**src/include/dma_rd_settings.svh**
```systemverilog
`ifndef DMA_RD_SETTINGS_SVH
`define DMA_RD_SETTINGS_SVH

// Byte address width of the AXI read port
`define DMA_ADDR_W 32

// Only 32-bit words are supported
`define DMA_DATA_W 32

// Command length in words
`define DMA_LEN_W 10

// log2 of the longest burst of 8 beats
`define DMA_BURST_W 3

// Command tag carried on every stream beat
`define DMA_TAG_W 4

// Burst channels and the width of a channel index
`define DMA_NUM_CH 4
`define DMA_CH_W 2

// 4 KB page that a burst must stay inside
`define DMA_PAGE_BYTES 13'h1000

`endif

```
**src/rtl/dma_rd_pkg.sv**
```systemverilog
`default_nettype none

`include "dma_rd_settings.svh"

package dma_rd_pkg;

   typedef logic [`DMA_ADDR_W-1:0] addr_t;
   typedef logic [`DMA_DATA_W-1:0] data_t;
   typedef logic [`DMA_LEN_W-1:0] wlen_t;
   typedef logic [`DMA_BURST_W-1:0] arlen_t;
   typedef logic [`DMA_BURST_W:0] beats_t;
   typedef logic [`DMA_TAG_W-1:0] tag_t;
   typedef logic [`DMA_CH_W-1:0] chan_t;

   typedef struct packed {
      addr_t addr;
      wlen_t len;
      tag_t tag;
   } rd_cmd_t;

   // One AXI INCR burst with ARLEN as beats minus one
   typedef struct packed {
      addr_t addr;
      arlen_t len;
   } ar_req_t;

   typedef struct packed {
      data_t data;
      logic last;
   } r_beat_t;

   // last marks the final word of the whole command
   typedef struct packed {
      data_t data;
      tag_t tag;
      logic last;
   } stream_beat_t;

   typedef enum logic [1:0] {IDLE, SIZE, ADDR, DATA} burst_state_t;

   typedef enum logic [1:0] {ARB_IDLE, ARB_ADDR, ARB_DATA} arb_state_t;

endpackage

`default_nettype wire

```
**src/rtl/rd_burst_channel.sv**
```systemverilog
`default_nettype none

`include "dma_rd_settings.svh"

module rd_burst_channel (
   input wire logic clk_i,
   input wire logic rst_n_i,

   input wire logic cmd_valid_i,
   input wire dma_rd_pkg::rd_cmd_t cmd_i,
   output logic cmd_ready_o,

   output logic ar_valid_o,
   output dma_rd_pkg::ar_req_t ar_req_o,
   input wire logic ar_ready_i,

   input wire logic r_valid_i,
   input wire dma_rd_pkg::r_beat_t r_beat_i,
   output logic r_ready_o,

   output logic out_valid_o,
   output dma_rd_pkg::stream_beat_t out_beat_o,
   input wire logic out_ready_i
);

   localparam dma_rd_pkg::beats_t MAX_BEATS = {1'b1, {`DMA_BURST_W{1'b0}}};

   dma_rd_pkg::burst_state_t state_q;
   logic active_q;

   dma_rd_pkg::addr_t addr_q;
   dma_rd_pkg::wlen_t remain_q;
   dma_rd_pkg::tag_t tag_q;
   dma_rd_pkg::arlen_t arlen_q;

   logic [12:0] page_bytes;
   logic [10:0] page_words;
   dma_rd_pkg::beats_t len_beats;
   dma_rd_pkg::beats_t burst_beats;
   dma_rd_pkg::beats_t done_beats;
   dma_rd_pkg::addr_t burst_bytes;

   logic cmd_fire;
   logic r_fire;
   logic burst_end;

   // Held low through reset, set on the first cycle out of it
   always_ff @(posedge clk_i) begin
      active_q <= rst_n_i;
   end

   assign cmd_ready_o = active_q && (state_q == dma_rd_pkg::IDLE);
   assign cmd_fire = cmd_valid_i && cmd_ready_o;

   // Burst size is the remaining words capped by max burst and the 4 KB page
   always_comb begin
      page_bytes = `DMA_PAGE_BYTES - {1'b0, addr_q[11:0]};
      page_words = page_bytes[12:2];
      if (remain_q >= dma_rd_pkg::wlen_t'(MAX_BEATS)) begin
         len_beats = MAX_BEATS;
      end else begin
         len_beats = dma_rd_pkg::beats_t'(remain_q);
      end
      if (page_words < 11'(len_beats)) begin
         burst_beats = dma_rd_pkg::beats_t'(page_words);
      end else begin
         burst_beats = len_beats;
      end
   end

   assign done_beats = dma_rd_pkg::beats_t'(arlen_q) + dma_rd_pkg::beats_t'(1);
   assign burst_bytes = dma_rd_pkg::addr_t'({done_beats, 2'b00});

   assign ar_valid_o = (state_q == dma_rd_pkg::ADDR);
   assign ar_req_o.addr = addr_q;
   assign ar_req_o.len = arlen_q;

   // Read data passes straight through to the stream
   assign r_ready_o = (state_q == dma_rd_pkg::DATA) && out_ready_i;
   assign out_valid_o = (state_q == dma_rd_pkg::DATA) && r_valid_i;
   assign out_beat_o.data = r_beat_i.data;
   assign out_beat_o.tag = tag_q;
   assign out_beat_o.last = r_beat_i.last && (remain_q == '0);

   assign r_fire = r_valid_i && r_ready_o;
   assign burst_end = r_fire && r_beat_i.last;

   always_ff @(posedge clk_i) begin
      if (!rst_n_i) begin
         state_q <= dma_rd_pkg::IDLE;
      end else begin
         case (state_q)
            dma_rd_pkg::IDLE: begin
               // Zero-length commands are taken and dropped here
               if (cmd_fire && (cmd_i.len != '0)) begin
                  state_q <= dma_rd_pkg::SIZE;
               end
            end
            dma_rd_pkg::SIZE: begin
               state_q <= dma_rd_pkg::ADDR;
            end
            dma_rd_pkg::ADDR: begin
               if (ar_ready_i) begin
                  state_q <= dma_rd_pkg::DATA;
               end
            end
            dma_rd_pkg::DATA: begin
               if (burst_end) begin
                  state_q <= (remain_q == '0) ? dma_rd_pkg::IDLE : dma_rd_pkg::SIZE;
               end
            end
            default: begin
               state_q <= dma_rd_pkg::IDLE;
            end
         endcase
      end
   end

   always_ff @(posedge clk_i) begin
      if (cmd_fire) begin
         addr_q <= cmd_i.addr;
         remain_q <= cmd_i.len;
         tag_q <= cmd_i.tag;
      end
      if (state_q == dma_rd_pkg::SIZE) begin
         remain_q <= remain_q - dma_rd_pkg::wlen_t'(burst_beats);
         arlen_q <= dma_rd_pkg::arlen_t'(burst_beats - dma_rd_pkg::beats_t'(1));
      end
      if ((state_q == dma_rd_pkg::DATA) && burst_end) begin
         addr_q <= addr_q + burst_bytes;
      end
   end

endmodule

`default_nettype wire

```
**config.mk**
```make
export PLATFORM = sky130hd
export DESIGN_NAME = rd_burst_channel
export DESIGN_NICKNAME = d
export VERILOG_FILES = /design/src/rtl/dma_rd_pkg.sv /design/src/rtl/rd_burst_channel.sv
export VERILOG_INCLUDE_DIRS = /design/src /design/src/include
export SDC_FILE = /design/constraint.sdc
export NUM_CORES = 1
export LEC_CHECK = 0
export BUFFER_PORTS_ARGS = -buffer_cell sky130_fd_sc_hd__buf_2
export CAP_MARGIN = 20
export CORE_ASPECT_RATIO = 1.4
export CORE_MARGIN = 3
export CORE_UTILIZATION = 40
export DETAILED_ROUTE_END_ITERATION = 8
export GPL_ROUTABILITY_DRIVEN = 0
export MAX_ROUTING_LAYER = met4
export PLACE_DENSITY = 0.73
export SLEW_MARGIN = 5
export SYNTH_ARGS = -nofsm -noshare
export SYNTH_HDL_FRONTEND = slang
export SYNTH_SLANG_ARGS = --single-unit
```
**constraint.sdc**
```tcl
create_clock -name clk_i -period 5.7 [get_ports clk_i]
set_clock_uncertainty 0.2 [all_clocks]
set_input_delay 1.14 -clock clk_i [delete_from_list [all_inputs] [get_ports clk_i]]
set_output_delay 1.14 -clock clk_i [all_outputs]
set_load 0.01 [all_outputs]
```
==> impl_metrics.csv, run 1 <==
group,metric,value,unit
critical_path,worstSetupStartpointType,"register",
die,die_area,10300,µm²
global_routing,grt_max_degree,63,
synthesis,yosysWarnings,0,
critical_path,path_buf_inv,0,
cells_and_area,fin_nets,540,
clock_network,clk_pin_slew,70,ps
die,die_h,119,µm
synthesis,synth_compound_area_share,9.90,%
clock_network,cts_setup_buffers,0,
global_routing,grt_antenna_before_repair,0,
synthesis,synth_top_area_cell,"edfxtp_1",
critical_path,end_kind,"register",
pwr,p_seq_share,44.4,%
synthesis,synth-simple-area-share,19.9,%
cells_and_area,final_cells,542,
placement,dp_cells,533,
critical_path,arrival,4350,ps
critical_path,path_cells,"or4_4 > nor2_8 > nand2_1 > ha_1 > a21oi_1 > nand2_1 > nor3_1 > o21bai_4 > mux2_2 > ha_1 > nor2b_1 > o21ai_0 > a21boi_0 > nor3_1 > xnor2_1 > a21oi_1",
clock_network,cts.path.max_buffers,2,
timing,drv_slew,0,
critical_path,r2r_slack,1160,ps
cells_and_area,antennaDiodeCount,0,
timing,relSlewSlack,49.6,%
global_routing,globalRouteOverflowTotal,0,
timing,totalNegativeSetupSlack,0,ps
die,start_util,41.7,%
cells_and_area,layout_common_cells,"buf_2 (96), nand2_1 (54), edfxtp_1 (49), o21ai_0 (25), xnor2_1 (24)",
critical_path,path_delay_family,"simple AND/OR/NAND/NOR gates",
pwr,p_comb_share,32.9,%
pwr,internal_power,0.891,mW
cells_and_area,syn_to_final_growth,14.4,%
synthesis,synth-seq-cells,52,
synthesis,synth_top_family_by_area,"simple AND/OR/NAND/NOR gates",
min_path,hp-class,"register to register",
synthesis,async_flop_share,0,%
pwr,clockPowerShare,22.7,%
status,status,"finished clean",
clock_network,cts.repair.resized,0,
clock_network,cts_made_buffers,5,
routing,wl,8.19,mm
routing,vias,2892,
synthesis,yosys.area_share.adder,6.92,%
critical_path,slowest_delay,580,ps
synthesis,synth.avg_cell_area,9.82,µm²
critical_path,worstSetupPathType,"register to register",
synthesis,synth_top_area_share,40.3,%
routing,routed_via_density,5.34,
routing,ant_nets,0,
routing,drt_iter0_markers,128,
timing,finalSetupViolCount,0,
clock_network,cts.sinks,52,
flow_run,drv_cap,0,
synthesis,synth.top_cells.by_area,"edfxtp_1 (40%), buf_4 (6.6%), ha_1 (5.8%)",
pwr,power_density,326,nW/µm²
global_routing,grt_pass1_wl,13.2,mm
routing,route.detailed.drc,0,
die,core_area,8760,µm²
clock_network,clk_latency,290,ps
synthesis,dominantRegCellSynth,"edfxtp_1",
pwr,p_leak,1.73,nW
synthesis,syn_area,3650,µm²
synthesis,ys_seq_area_share,41.9,%
die,ios,161,
placement,portBuffers,96,
synthesis,synthXorXnorAreaFrac,9.35,%
timing,min_period,4540,ps
pwr,ir_drop,0.202,mV
die,die_w,86.8,µm
pwr,swShare,34.7,%
synthesis,synth_mux_area_share,3.22,%
critical_path,crit_required,5510,ps
global_routing,grt_usage,16.6,%
clock_network,cts_hold_buffers,0,
die,rows,40,
cells_and_area,drive_gt1_share,29.5,%
critical_path,cp_max_fo,9,
timing,fmax,220,MHz
synthesis,syn-num-nets,476,
routing,drt_pass1_iterations,4,
critical_path,slowest_stage,"or4_4",
timing,grt_setup_unrepaired,"no",
placement,dpl.hpwl,6.28,mm
routing,routedWlPerCell,15.1,µm
clock_network,root_buffer,"clkbuf_16",
clock_network,cts_tree,"built",
cells_and_area,fill_cells,854,
timing,period_share,79.6,%
global_routing,grt_pass1_vias,2833,
timing,hold_viol_final,0,
synthesis,yosysUniqueCellTypes,48,
synthesis,synth_edf_count,49,
pwr,p_sw,0.473,mW
clock_network,cts_htree_levels,2,
synthesis,syn-instance-count,372,
cells_and_area,final_common_cell,"buf_2",
timing,worstMarginPinSlew,756,ps
## power groups by stage
stage          combinational [mW]  clock [mW]  sequential, mW
6_report                    0.449       0.310           0.605
5_1_grt                     0.506       0.331           0.617
4_1_cts                     0.453       0.320           0.604
3_5_place_dp                0.450           0           0.613
3_3_place_gp                0.434           0           0.607
2_1_floorplan               0.329           0           0.612
## cell usage after synthesis, types with 2 or more instances
master,number
edfxtp_1,49
xor2_1,15
mux2i_1,5
xnor2_1,24
a21oi_1,10
fa_1,2
nand2_1,54
buf_4,32
mux2_2,6
o21ai_0,25
ha_1,17
nand4_1,4
and3_2,3
inv_1,12
nor4_1,3
nor2b_1,5
o21ai_1,6
and3_1,5
or3_1,2
a21o_1,3
o211ai_1,2
nor2_1,18
nor3_2,2
nor3_1,13
a31oi_1,3
clkbuf_1,8
nand2b_1,3
dfxtp_1,3
and2_1,5
nor4_2,3
nand3_1,13
## registers in the layout (all words and copies together), names as in the netlist
name,cells
tag_q,4
arlen_q,3
state_q,2
active_q,1
addr_q,32
remain_q,10
## final timing paths
path | from | end | cells past startpoint
setup / recovery | remain_q[7] | remain_q[5] | 16
hold / removal | state_q[1] | state_q[1] | 2
setup reg to reg | remain_q[7] | remain_q[5] | 16
hold reg to reg | state_q[1] | state_q[1] | 2
## through the flow
step | cell area (µm²) | total power, mW | hold WS [ps] | utilization [%] | setup slack [ps]
final | 4180 | 1.36 | 385 | 47.7 | 1160
after global routing | 4180 | 1.45 | 443 | 47.7 | 839
after CTS | 4150 | 1.38 | 389 | 47.4 | 1180
after detailed placement | 4000 | 1.06 | 380 | 45.7 | 1200
after global placement | 4000 | 1.04 | 374 | 45.7 | 1350
after floorplan | 3650 | 0.942 | 346 | - | 1560
## worst min-delay path: stages (launching register included)
cell and delay [ps]:
dfxtp_1 350, mux2i_1 140, nor2b_1 50
## final cells by class
| cell class | count | area, µm² | area share [%] |
|---|---|---|---|
| Multi-Input combinational cell | 267 | 1810 | 43.2 |
| Sequential cell | 52 | 1530 | 36.6 |
| Timing Repair Buffer | 98 | 515 | 12.3 |
| Clock buffer | 6 | 139 | 3.32 |
| Tap cell | 105 | 131 | 3.14 |
| Inverter | 12 | 45.0 | 1.08 |
| Clock inverter | 2 | 10.0 | 0.240 |
## metal layers
metal,GRT usage (%),vias up,part of all wire (%)
met3,4.29,21,6.2
met1,17.5,1354,39
li1,-,1416,-
met2,28.8,101,53
met4,6.92,0,2.5
met5,-,-,0
## cells by family after synthesis
group                    after synthesis
adder cells (fa/ha/maj)               19
buffers and inverters                 53
AND/OR/NAND/NOR                      139
flip-flops                            52
AO/OA/AOI/OAI                         59
multiplexers                          11
XOR/XNOR                              39
(Power assumes the default switching activity.)
==> run 2, diff against run 1 <==
- ABC_AREA: default -> 1
- PLACE_DENSITY: 0.73 -> 0.75
- clock period: 5.7 -> 4.1 ns (I/O delays scaled with it)
==> impl_metrics.csv, run 2 <==
group,metric,value,unit
clock_network,cts_hold_buffers,0,
min_path,holdPathEnd,"state_q[0]",
synthesis,yosysWarnings,0,
clock_network,cts.sinks,52,
pwr,power_density,404,nW/µm²
timing,holdWs,360,ps
global_routing,grt_pass1_wl,16.4,mm
flow_run,drv_cap,0,
synthesis,syn_area,3970,µm²
cells_and_area,syn_to_final_growth,13.2,%
timing,period_share,89.8,%
critical_path,r2r-start,"remain_q[5]",
global_routing,grt_max_degree,38,
routing,routed_via_density,5.14,
synthesis,yosysUniqueCellTypes,40,
cells_and_area,final_common_cell,"nand2_1",
global_routing,grt_pass1_vias,3620,
critical_path,worstSetupStartpointType,"register",
global_routing,globalRouteOverflowTotal,0,
synthesis,ys_seq_area_share,38.6,%
critical_path,rr_worst_depth,20,
clock_network,clk_latency,300,ps
min_path,worstHoldPathCells,2,
synthesis,synth_edf_count,49,
min_path,hp-start,"state_q[0]",
die,die_w,90.2,µm
routing,drt_pass1_iterations,5,
die,ios,161,
routing,ant_nets,0,
critical_path,slowest_delay,470,ps
critical_path,crit_top_cell,"nand2_1",
clock_network,clk_pin_slew,70,ps
die,die_h,124,µm
synthesis,synth_top_area_cell,"edfxtp_1",
cells_and_area,reg_top3,"addr_q (32), remain_q (10), tag_q (4)",
timing,drv_slew,0,
routing,route.detailed.drc,0,
clock_network,cts_setup_buffers,0,
synthesis,yosys-top-cells-count,"nand2_1 (159), edfxtp_1 (49), inv_1 (49), nor2_1 (44), buf_4 (32)",
synthesis,syn-num-nets,624,
critical_path,crit_required,3930,ps
critical_path,cp_max_fo,8,
timing,totalNegativeSetupSlack,0,ps
critical_path,end_kind,"register",
cells_and_area,ff_latch_area,1530,µm²
clock_network,cts_tree,"built",
timing,hold_viol_final,0,
cells_and_area,fin_nets,688,
timing,worstMarginPinSlew,553,ps
die,rows,42,
timing,finalSetupViolCount,0,
global_routing,grt_antenna_before_repair,0,
synthesis,synth_top_area_share,37.1,%
cells_and_area,antennaDiodeCount,0,
pwr,ir_drop,0.253,mV
synthesis,syn-instance-count,520,
critical_path,worstSetupPathType,"register to register",
pwr,totalPowerFinal,1.82,mW
synthesis,synth.avg_cell_area,7.63,µm²
pwr,p_leak,2.10,nW
timing,relSlewSlack,63.1,%
global_routing,grt_usage,18.7,%
routing,routedWlPerCell,13.8,µm
cells_and_area,top_register,"addr_q",
clock_network,root_buffer,"clkbuf_16",
routing,wl,9.92,mm
synthesis,synth.top_cells.by_area,"edfxtp_1 (37%), nand2_1 (15%), buf_4 (6.1%)",
clock_network,cts.repair.resized,0,
timing,min_period,3680,ps
clock_network,cts_made_buffers,5,
die,core_area,9560,µm²
routing,drt_iter0_markers,184,
cells_and_area,final_util,47.0,%
timing,fmax,272,MHz
die,die_area,11200,µm²
clock_network,cts.path.max_buffers,2,
critical_path,reg2reg_to,"remain_q[6]",
critical_path,path_buf_inv,0,
critical_path,r2r_slack,420,ps
critical_path,path_cells,"nor2_1 > nand2_1 > nor2_4 > nand2_1 > ha_1 > a21oi_1 > nand2_1 > nand2_2 > nand2_4 > nand2_1 > o21ai_2 > ha_1 > fa_1 > nor2_1 > o21ai_0 > nand2_1 > nor2_1 > nand2_1 > xor2_1 > o21ai_0",
synthesis,dominantRegCellSynth,"edfxtp_1",
placement,portBuffers,96,
critical_path,slowest_stage,"edfxtp_1",
min_path,hp-class,"register to register",
cells_and_area,drive_gt1_share,23.1,%
clock_network,cts_htree_levels,2,
cells_and_area,largest_register_ff_count,32,
synthesis,async_flop_share,0,%
cells_and_area,multi_input_area,1940,µm²
cells_and_area,fill_cells,994,
cells_and_area,layout_common_cells,"nand2_1 (159), buf_2 (96), inv_1 (49), edfxtp_1 (49), nor2_1 (43)",
die,start_util,41.5,%
placement,dpl.hpwl,7.99,mm
critical_path,path_delay_family,"simple AND/OR/NAND/NOR gates",
critical_path,worst-path-stages,20,
routing,vias,3683,
critical_path,arrival,3510,ps
synthesis,synth-seq-cells,52,
synthesis,synth_most_common_cell,"nand2_1",
critical_path,crit_path_start,"remain_q[5]",
status,status,"finished clean",
timing,grt_setup_unrepaired,"no",
run 2: cells by family (layout without fill, tap and decap cells):
kind of cell             count (synthesis)  in the layout  share of synthesized area, %
AND/OR/NAND/NOR                        279            279                          31.3
buffers and inverters                  100            165                          12.6
AO/OA/AOI/OAI                           55             55                          7.82
flip-flops                              52             52                          38.6
adder cells (fa/ha/maj)                 19             19                          6.37
XOR/XNOR                                15             15                          3.31
run 2: layer usage:
| metal | GRT usage, % | part of all wire [%] | wire length (µm) |
|---|---|---|---|
| met5 | - | 0 | 0 |
| met3 | 4.71 | 7.5 | 747 |
| met4 | 11.2 | 5.4 | 535 |
| met1 | 18.4 | 37 | 3620 |
| met2 | 33.6 | 51 | 5020 |
run 2: area by class of cell:
cell class                      count  area share (%)
Multi-Input combinational cell    368            43.2
Sequential cell                    52            34.1
Timing Repair Buffer               98            11.0
Inverter                           59            4.93
Tap cell                          132            3.68
Clock buffer                        5            2.78
Clock inverter                      3           0.306
run 2: tightest hold or removal path: stages (launching register included):
cell and delay [ps]:
dfxtp_1 360, nand2_1 90, a21boi_1 70
run 2: how the worst max path moves through the flow:
stage	endpoint	slack, ps
after floorplan	remain_q[6]	800
after global placement	remain_q[6]	720
after detailed placement	remain_q[6]	470
after CTS	remain_q[6]	450
after global routing	remain_q[6]	120
final	remain_q[6]	420
run 2: report_power, final:
group	internal (mW)	switching [mW]	total, mW	leakage [nW]
combinational	0.214	0.370	0.583	1.56
sequential	0.714	0.102	0.816	0.473
clock	0.223	0.194	0.416	0.0710
run 2: through the flow:
stage,instance area (µm²),instances,setup slack [ps]
final,4490,717,420
after global routing,4490,717,116
after CTS,4490,717,448
after detailed placement,4350,709,466
after global placement,4350,709,723
after floorplan,3970,520,797
